**src/hw/scdPkg.sv**
```systemverilog
`default_nettype none

package scdPkg;

  // Bit 0 is the most significant bit throughout
  parameter int wordWidth  = 36;
  parameter int expWidth   = 10;
  parameter int magicWidth = 9;

  typedef logic [0:wordWidth-1] word_t;
  typedef logic [0:expWidth-1]  exp_t;

  // Code order follows the microword SCAD field
  typedef enum logic [2:0] {
    funcA,
    funcAMinusBMinus1,
    funcAPlusB,
    funcAMinus1,
    funcAPlus1,
    funcAMinusB,
    funcOr,
    funcAnd
  } scadFunc_e;

  typedef enum logic [1:0] {aFe, aArExp, aArPos, aMagic} scadaSel_e;
  typedef enum logic [1:0] {bSc, bArShift, bArExp, bMagic} scadbSel_e;
  typedef enum logic [1:0] {feHold, feLoad, feShift, feClear} feOp_e;
  typedef enum logic [1:0] {scHold, scFromFe, scFromScad, scFromAr} scOp_e;

  typedef struct packed {
    scadFunc_e              scadFunc;
    scadaSel_e              scadaSel;
    scadbSel_e              scadbSel;
    feOp_e                  feOp;
    scOp_e                  scOp;
    logic                   setAdFlags;
    logic                   expTest;
    logic                   loadFlags;
    logic                   clrFpd;
    logic [0:magicWidth-1]  magic;
  } scdMicro_t;

  // Flags from the main adder
  typedef struct packed {
    logic overflow;
    logic cry0;
    logic cry1;
  } adResult_t;

  typedef struct packed {
    logic ov;
    logic cry0;
    logic cry1;
    logic fov;
    logic fxu;
    logic divChk;
    logic fpd;
  } flags_t;

endpackage

`default_nettype wire

```
**src/hw/scadOperandSelect.sv**
```systemverilog
`timescale 1ns/1ps
`default_nettype none

module scadOperandSelect (
  input  scdPkg::scadaSel_e            scadaSel,
  input  scdPkg::scadbSel_e            scadbSel,
  input  logic [0:scdPkg::magicWidth-1] magic,
  input  scdPkg::exp_t                 fe,
  input  scdPkg::exp_t                 sc,
  input  scdPkg::word_t                ar,
  output scdPkg::exp_t                 scadA,
  output scdPkg::exp_t                 scadB
);

  // AR exponent, ones-complemented when the word is negative
  logic [0:7] arExpMag;

  assign arExpMag = ar[1:8] ^ {8{ar[0]}};

  always_comb begin
    case (scadaSel)
      scdPkg::aFe: begin
        scadA = fe;
      end
      scdPkg::aArExp: begin
        scadA = {2'b00, arExpMag};
      end
      scdPkg::aArPos: begin
        scadA = {4'b0000, ar[0:5]};
      end
      default: begin
        // Magic is sign-extended by one bit
        scadA = {magic[0], magic};
      end
    endcase
  end

  always_comb begin
    case (scadbSel)
      scdPkg::bSc: begin
        scadB = sc;
      end
      scdPkg::bArShift: begin
        scadB = {4'b0000, ar[6:11]};
      end
      scdPkg::bArExp: begin
        scadB = {1'b0, ar[0:8]};
      end
      default: begin
        scadB = {1'b0, magic};
      end
    endcase
  end

endmodule

`default_nettype wire

```
**src/hw/scadAlu.sv**
```systemverilog
`timescale 1ns/1ps
`default_nettype none

module scadAlu (
  input  scdPkg::scadFunc_e func,
  input  scdPkg::exp_t      scadA,
  input  scdPkg::exp_t      scadB,
  output scdPkg::exp_t      scad,
  output logic              scadZero
);

  // All arithmetic wraps modulo 1024
  always_comb begin
    case (func)
      scdPkg::funcA: begin
        scad = scadA;
      end
      scdPkg::funcAMinusBMinus1: begin
        scad = scadA + ~scadB;
      end
      scdPkg::funcAPlusB: begin
        scad = scadA + scadB;
      end
      scdPkg::funcAMinus1: begin
        scad = scadA - 10'd1;
      end
      scdPkg::funcAPlus1: begin
        scad = scadA + 10'd1;
      end
      scdPkg::funcAMinusB: begin
        scad = scadA - scadB;
      end
      scdPkg::funcOr: begin
        scad = scadA | scadB;
      end
      default: begin
        scad = scadA & scadB;
      end
    endcase
  end

  assign scadZero = (scad == '0);

endmodule

`default_nettype wire

```
**src/hw/shiftCounter.sv**
```systemverilog
`timescale 1ns/1ps
`default_nettype none

module shiftCounter (
  input  logic              clk,
  input  logic              rstN,
  input  scdPkg::scOp_e     scOp,
  input  scdPkg::exp_t      fe,
  input  scdPkg::exp_t      scad,
  input  scdPkg::word_t     ar,
  output scdPkg::exp_t      sc,
  output logic              scOver63
);

  scdPkg::exp_t scNext;

  // Counting is done through the SCAD, this only picks the new value
  always_comb begin
    case (scOp)
      scdPkg::scFromFe: begin
        scNext = fe;
      end
      scdPkg::scFromScad: begin
        scNext = scad;
      end
      scdPkg::scFromAr: begin
        // AR bit 18 acts as the sign of the shift count
        scNext = {ar[18], ar[18], ar[28:35]};
      end
      default: begin
        scNext = sc;
      end
    endcase
  end

  always_ff @(posedge clk or negedge rstN) begin
    if (!rstN) begin
      sc <= '0;
    end else begin
      sc <= scNext;
    end
  end

  assign scOver63 = |sc[0:3];

endmodule

`default_nettype wire

```
**src/hw/floatExponent.sv**
```systemverilog
`timescale 1ns/1ps
`default_nettype none

module floatExponent (
  input  logic              clk,
  input  logic              rstN,
  input  scdPkg::feOp_e     feOp,
  input  scdPkg::exp_t      scad,
  output scdPkg::exp_t      fe
);

  always_ff @(posedge clk or negedge rstN) begin
    if (!rstN) begin
      fe <= '0;
    end else begin
      case (feOp)
        scdPkg::feLoad: begin
          fe <= scad;
        end
        scdPkg::feShift: begin
          // Arithmetic shift keeps the sign
          fe <= {fe[0], fe[0:8]};
        end
        scdPkg::feClear: begin
          fe <= '0;
        end
        default: begin
          fe <= fe;
        end
      endcase
    end
  end

endmodule

`default_nettype wire

```
**src/hw/arithFlags.sv**
```systemverilog
`timescale 1ns/1ps
`default_nettype none

module arithFlags (
  input  logic              clk,
  input  logic              rstN,
  input  logic              setAdFlags,
  input  logic              expTest,
  input  logic              loadFlags,
  input  logic              clrFpd,
  input  scdPkg::adResult_t ad,
  input  scdPkg::exp_t      scad,
  input  scdPkg::word_t     ar,
  output scdPkg::flags_t    flags
);

  scdPkg::flags_t flagsNext;
  logic           expOverflow;
  logic           expUnderflow;

  // SCAD bit 1 flags exponent overflow, bit 0 underflow
  assign expOverflow  = expTest & scad[1];
  assign expUnderflow = expTest & scad[0];

  always_comb begin
    if (loadFlags) begin
      flagsNext.ov     = ar[0];
      flagsNext.cry0   = ar[1];
      flagsNext.cry1   = ar[2];
      flagsNext.fov    = ar[3];
      flagsNext.fpd    = ar[4];
      flagsNext.fxu    = ar[11];
      flagsNext.divChk = ar[12];
    end else begin
      // Sticky, new events only add to what is already set
      flagsNext.ov     = flags.ov | (setAdFlags & ad.overflow) | expOverflow;
      flagsNext.cry0   = flags.cry0 | (setAdFlags & ad.cry0);
      flagsNext.cry1   = flags.cry1 | (setAdFlags & ad.cry1);
      flagsNext.fov    = flags.fov | expOverflow;
      flagsNext.fxu    = flags.fxu | expUnderflow;
      flagsNext.divChk = flags.divChk;
      flagsNext.fpd    = flags.fpd & ~clrFpd;
    end
  end

  always_ff @(posedge clk or negedge rstN) begin
    if (!rstN) begin
      flags <= '0;
    end else begin
      flags <= flagsNext;
    end
  end

endmodule

`default_nettype wire

```
**src/hw/scd.sv**
```systemverilog
`timescale 1ns/1ps
`default_nettype none

module scd (
  input  logic              clk,
  input  logic              rstN,
  input  scdPkg::scdMicro_t micro,
  input  scdPkg::word_t     ar,
  input  scdPkg::adResult_t ad,
  output scdPkg::exp_t      fe,
  output scdPkg::exp_t      sc,
  output scdPkg::exp_t      scad,
  output logic              scadZero,
  output logic              scOver63,
  output scdPkg::flags_t    flags
);

  scdPkg::exp_t scadA;
  scdPkg::exp_t scadB;

  scadOperandSelect operandSel (
    .scadaSel (micro.scadaSel),
    .scadbSel (micro.scadbSel),
    .magic    (micro.magic),
    .fe       (fe),
    .sc       (sc),
    .ar       (ar),
    .scadA    (scadA),
    .scadB    (scadB)
  );

  scadAlu alu (
    .func     (micro.scadFunc),
    .scadA    (scadA),
    .scadB    (scadB),
    .scad     (scad),
    .scadZero (scadZero)
  );

  shiftCounter scReg (
    .clk      (clk),
    .rstN     (rstN),
    .scOp     (micro.scOp),
    .fe       (fe),
    .scad     (scad),
    .ar       (ar),
    .sc       (sc),
    .scOver63 (scOver63)
  );

  floatExponent feReg (
    .clk  (clk),
    .rstN (rstN),
    .feOp (micro.feOp),
    .scad (scad),
    .fe   (fe)
  );

  arithFlags flagReg (
    .clk        (clk),
    .rstN       (rstN),
    .setAdFlags (micro.setAdFlags),
    .expTest    (micro.expTest),
    .loadFlags  (micro.loadFlags),
    .clrFpd     (micro.clrFpd),
    .ad         (ad),
    .scad       (scad),
    .ar         (ar),
    .flags      (flags)
  );

endmodule

`default_nettype wire

```
**config.mk**
```make
export PLATFORM = sky130hd
export DESIGN_NAME = scd
export DESIGN_NICKNAME = d
export VERILOG_FILES = /design/src/hw/scdPkg.sv /design/src/hw/scadOperandSelect.sv /design/src/hw/scadAlu.sv /design/src/hw/shiftCounter.sv /design/src/hw/floatExponent.sv /design/src/hw/arithFlags.sv /design/src/hw/scd.sv
export SDC_FILE = /design/constraint.sdc
export NUM_CORES = 1
export LEC_CHECK = 0
export ABC_AREA = 0
export BUFFER_PORTS_ARGS = -buffer_cell sky130_fd_sc_hd__buf_2
export CAP_MARGIN = 10
export CELL_PAD_IN_SITES_DETAIL_PLACEMENT = 1
export CELL_PAD_IN_SITES_GLOBAL_PLACEMENT = 2
export CORE_ASPECT_RATIO = 1.1
export CORE_MARGIN = 3
export CORE_UTILIZATION = 33
export DETAILED_ROUTE_END_ITERATION = 10
export PLACE_DENSITY_LB_ADDON = 0.1
export SLEW_MARGIN = 20
export SYNTH_ARGS = -nofsm -noshare
export SYNTH_HDL_FRONTEND = slang
export SYNTH_HIERARCHICAL = 1
export SYNTH_SLANG_ARGS = --single-unit
```
**constraint.sdc**
```tcl
create_clock -name clk -period 10.4 [get_ports clk]
set_input_delay 0.52 -clock clk [delete_from_list [all_inputs] [get_ports clk]]
set_output_delay 0.52 -clock clk [all_outputs]
set_load 0.02 [all_outputs]
```
# After elaboration in Yosys (flattened, before gate mapping)

Index checks and enable logic that the tools add are counted.

Flip-flop bits (word level): 27
Input port bits: 65
Output and inout bits: 39
Logic and storage cells: 64

$add $sub $neg: 5
Equal/unequal tests: 16
Muxes and demuxes: 6
Bitwise operators: 18
Reductions and logical operators: 9

Operators with widths:

| operator              | number |
|---|---|
| $pmux 10 s3           | 4 |
| $pmux 10 s7           | 1 |
| $add 10x10->10        | 2 |
| $eq 2x2->1 const B    | 6 |
| $add 10x1->10 const B | 1 |
| $and 10x10->10        | 1 |
| $logic_not 10->1      | 1 |
| $not 10->10           | 1 |
| $or 10x10->10         | 1 |
| $sub 10x1->10 const B | 1 |
| $sub 10x10->10        | 1 |
| $eq 3x3->1 const B    | 3 |
| $eq 2x1->1 const B    | 4 |
| $xor 8x8->8           | 1 |
| $mux 7                | 1 |
| $and 1x1->1           | 6 |
| $eq 3x2->1 const B    | 2 |
| $or 1x1->1            | 6 |
| $reduce_bool 3->1     | 2 |
| $logic_not 2->1       | 2 |
| $reduce_or 4->1       | 1 |
| $eq 3x1->1 const B    | 1 |
| $logic_not 3->1       | 1 |
| $not 1->1             | 2 |
| other kinds (2)       | 2 |

# Logic depth before layout (Yosys ltp)

Depth after elaboration: 8
Mapped depth: 20

# Cells and area by module

The synthesis kept the hierarchy.

Modules (own cells, without submodules):

| module            | times used | cells each | area an instance (um^2) | sequential area each (um^2) |
|---|---|---|---|---|
| scadAlu           | 1          | 248        | 1644.1                  | 0.0 |
| scadOperandSelect | 1          | 43         | 528.0                   | 0.0 |
| shiftCounter      | 1          | 23         | 499.2                   | 250.2 |
| floatExponent     | 1          | 44         | 495.5                   | 250.2 |
| arithFlags        | 1          | 28         | 296.5                   | 175.2 |

# Worst setup path after synthesis

OpenSTA, ideal clock, no wires.

Kind: in2out
Start: input port micro[17] (netlist bit)
End: output port scadZero
Data arrival time: 4.768 ns
Path slack: 5.112 ns
Stages on the path: 19
Path buffers: 2
Cells stage by stage: buf_6 -> mux4_2 -> inv_1 -> ha_1 -> nor3b_1 -> nor3b_1 -> o22ai_1 -> o21ai_0 -> nor2_1 -> a211oi_1 -> ha_1 -> clkbuf_1 -> a21o_1 -> and3_1 -> a221oi_4 -> xnor3_1 -> a32oi_2 -> nand3_2 -> nor4_2

Cells in the longest elaborated chain, start to end: 6
Elaborated cells between the ends (all ways): 12

RTL lines:

| element                                  | line                    | source |
|---|---|---|
| from (decl)                              | scd.sv:7                | `input scdPkg::scdMicro_t micro,` |
| $eq 2x2->1, or another cell as far along | scadOperandSelect.sv:39 | `case (scadbSel)` |
| $pmux 10 s3 *                            | scadOperandSelect.sv:39 |  |
| named net scadB[0]                       | scd.sv:19               | `scdPkg::exp_t scadB;` |
| $not 10->10                              | scadAlu.sv:19           | `scad = scadA + ~scadB;` |
| $add 10x10->10                           | scadAlu.sv:19           |  |
| $pmux 10 s7 *                            | scadAlu.sv:14           | `case (func)` |
| named net scad[9]                        | scd.sv:12               | `output scdPkg::exp_t scad,` |
| $logic_not 10->1 *                       | scadAlu.sv:42           | `assign scadZero = (scad == '0);` |
| to (decl)                                | scd.sv:13               | `output logic scadZero,` |

The timed path passes the listed nets; every way through them passes the cells marked *.

# Worst setup path in the final report

Start: input port micro[17] (netlist bit)
End: output port scadZero

Cells in the longest elaborated chain, start to end: 6
Elaborated cells between the ends (all ways): 12

RTL lines:

| element                                  | line |
|---|---|
| $eq 2x2->1, or another cell as far along | scadOperandSelect.sv:39 |
| $pmux 10 s3 *                            | scadOperandSelect.sv:39 |
| named net scadB[0]                       | scd.sv:19 |
| $not 10->10                              | scadAlu.sv:19 |
| $add 10x10->10                           | scadAlu.sv:19 |
| $pmux 10 s7 *                            | scadAlu.sv:14 |
| $logic_not 10->1 *                       | scadAlu.sv:42 |

Marks and branches as above.

==> key figures <==
Status
  – Outcome: complete, no violations

Critical path
  – Startpoint Class: input port
  – Internal reg-to-reg setup slack: 5.31 ns
  – CP Class: input port to primary output
  – Worst setup EP type: primary output
  – Crit path max fanout: 10
  – CP required: 9.88 ns
  – Worst EP arrival: approximately 5.4 ns

Global routing
  – Vias in the first global route: 3370
  – Grt total ovfl: 0
  – Gr usage total: 0.194
  – Antenna violations before repair: 0
  – Pin count of the biggest net entering global routing: 43
  – Global-route wire length before repair: 18500 µm

Clock network
  – Post-CTS Hold Buffers: 0
  – Total CTS buffers: 3
  – H-tree depth: 1
  – Setup Buffers After CTS: 0
  – CTS tree: yes
  – Clk buf depth: 2
  – Clock sink total: 27
  – CTS resizes: 0
  – Clk Latency, worst-skew pair: 0.28 ns
  – Clock root buffer: clkbuf_8
  – CTS clk-pin slew, worst paths: about 0.1 ns

Layout
  – Final Util: 0.390
  – Nets@finish: approximately 530
  – P&R area growth vs syn: 13.1%
  – Layout cells sized above 1: 0.302
  – Diodes inserted: 0

Timing
  – RSZ-0062 raised after global routing: no
  – Hold Vio Cnt, Final: 0
  – TNS Setup: 0 ns
  – Clk_skew: 0.00588 ns
  – Worst-Margin Slew: 0.783 ns
  – Fmax: approximately 170 MHz
  – Fin. max-slew vios: 0
  – Period minus WS final: between 5 and 6 ns
  – Final setup fails: 0
  – Worst slew margin: 0.478
  – Final worst-path cycle share: 0.571

Route
  – First drt pass iteration count: 4
  – Post-route DRC: 0
  – Post-route ant nets: 0
  – WL/cell: slightly below 20 µm
  – Vias per cell: ~5.7
  – DRT iter0 DRCs: 93
  – Final WL: around 11000 µm
  – Via Count: approximately 3.3k

Placed design
  – RePlAce Congestion: roughly 0.83
  – HPWL reported at the end of detailed placement: between 9000 and 10000 µm
  – I/O Buffers: 89

Synth
  – Synth cell count leaders: o21ai_0 (36), dfrtp_1 (27), nor2_1 (25)
  – Library cells used by synthesis: 64
  – Synth async-reset ratio: 1.00
  – Main synth FF type: dfrtp_1
  – Mapped Cells: 386
  – Syn_nets: between 400 and 500
  – Flip-flop and latch count after synthesis: 27
  – Area contributors post-synth: dfrtp_1 (20%), mux4_2 (14%), o21ai_0 (5.2%)
  – Most common cell in the netlist: o21ai_0
  – Yosys warns: 6
  – Post-synth top area share: 0.195
  – Syn Area/Cell: ~9.0 µm²
  – Post-synth EDFFs: 0
  – Synth area leader: dfrtp_1
  – Synth Cell Area: between 3000 and 4000 µm²
  – Sequential element share of the synthesized area: 0.195

Floorplanning
  – Core Area: around 10000 µm²
  – # IOs: approximately 100
  – Die height: between 100 and 150 µm
  – Die width: between 100 and 150 µm
  – FP Rows: 38
  – Starting Density: 0.345
  – Die area: around 12000 µm²

Power
  – Maximum VDD drop: roughly 96 µV
  – Pleak: about 1.7 nW
  – P per Cell Area: 154 nW/µm²

Min path
  – Hold Crit Class: input port to async pin

Flow run
  – Max-cap viol count: 0
==> per-stage QoR <==
step           setup slack, ns  hold WS [ns]  instance area (µm²)  cells  total power (W)
3_5_place_dp              4.42         0.497                 3870    583         0.000542
6_report                  4.46         0.233                 3920    587         0.000602
4_1_cts                   4.41         0.247                 3920    587         0.000608
3_3_place_gp              4.46         0.486                 3870    583         0.000537
2_1_floorplan             5.11         0.224                 3460    386         0.000433
5_1_grt                   3.90         0.280                 3920    587         0.000649
==> flip-flops by register name (all words and copies together) (netlist names) <==
| name | cells |
|---|---|
| feReg/fe | 10 |
| flagReg/flags | 7 |
| scReg/sc | 10 |
==> placed cells by master (no fill, tap or decap), types with 6 or more instances in the layout <==
master and count:
a21oi_1 21, ha_1 12, nand2_1 24, nor2_1 25, a211oi_1 10, mux2i_1 14, mux4_2 22, xor2_1 10
buf_2 89, dfrtp_1 27, nand3_1 14, nand3b_1 9, inv_1 12, o21ai_0 36, o22ai_1 12, o21ai_1 11
a21o_1 6, xnor2_1 6
==> worst max-delay path: stages <==
cell      delay [ns]
buf_2           0.26
mux4_2          0.68
inv_1           0.14
ha_1            0.20
nor3b_1         0.37
nor3b_1         0.38
nor3b_1         0.31
o22ai_1         0.12
o21ai_1         0.16
nor2_1          0.06
a211oi_1        0.27
ha_1            0.34
and3_1          0.22
a221oi_4        0.29
xnor3_1         0.27
a32oi_2         0.17
nand3_2         0.17
nor4_2          0.27
buf_2           0.21
==> kinds of logic after synthesis <==
| family | count (synthesis) | share of synthesized area |
|---|---|---|
| compound gates | 124 | 0.237 |
| flops | 27 | 0.195 |
| fa+ha+maj | 18 | 0.0636 |
| xor+xnor | 17 | 0.0470 |
| mux | 41 | 0.200 |
| simple gates | 115 | 0.183 |
| buf+inv | 44 | 0.0744 |
==> power breakdown <==
part / internal, W / switching [W] / total [W]
Sequential: 0.000127 / 0.0000260 / 0.000153
Clock: 0.0000270 / 0.0000350 / 0.0000620
Combinational: 0.000159 / 0.000228 / 0.000387
==> final cells by class <==
class	count	area [µm²]
clock buffer	3	41.3
clock inverter	1	5.00
fill	1199	6110
inverter	12	45.0
multi-input combinational	315	2530
sequential	27	676
tap	140	175
timing repair buffer	89	445
==> layer usage <==
layer / up-vias / GRT usage / routed length [µm]
li1: 1588 / - / -
met4: 0 / 0.0426 / 101
met3: 6 / 0.00962 / 349
met1: 1654 / 0.262 / 5160
met5: - / 0 / 0
met2: 69 / 0.349 / 5840
==> final timing paths <==
check                                      start          endpoint  depth (start not counted)
worst max register to register       scReg/sc[0]       scReg/sc[9]                         17
worst max-delay path                   micro[17]          scadZero                         19
max in group asynchronous                   rstN       feReg/fe[4]                          1
min in group clk                        micro[9]  flagReg/flags[0]                          2
worst min-delay path                        rstN  flagReg/flags[1]                          1
worst min register to register  flagReg/flags[1]  flagReg/flags[1]                          1
(Power assumes the default switching activity.)
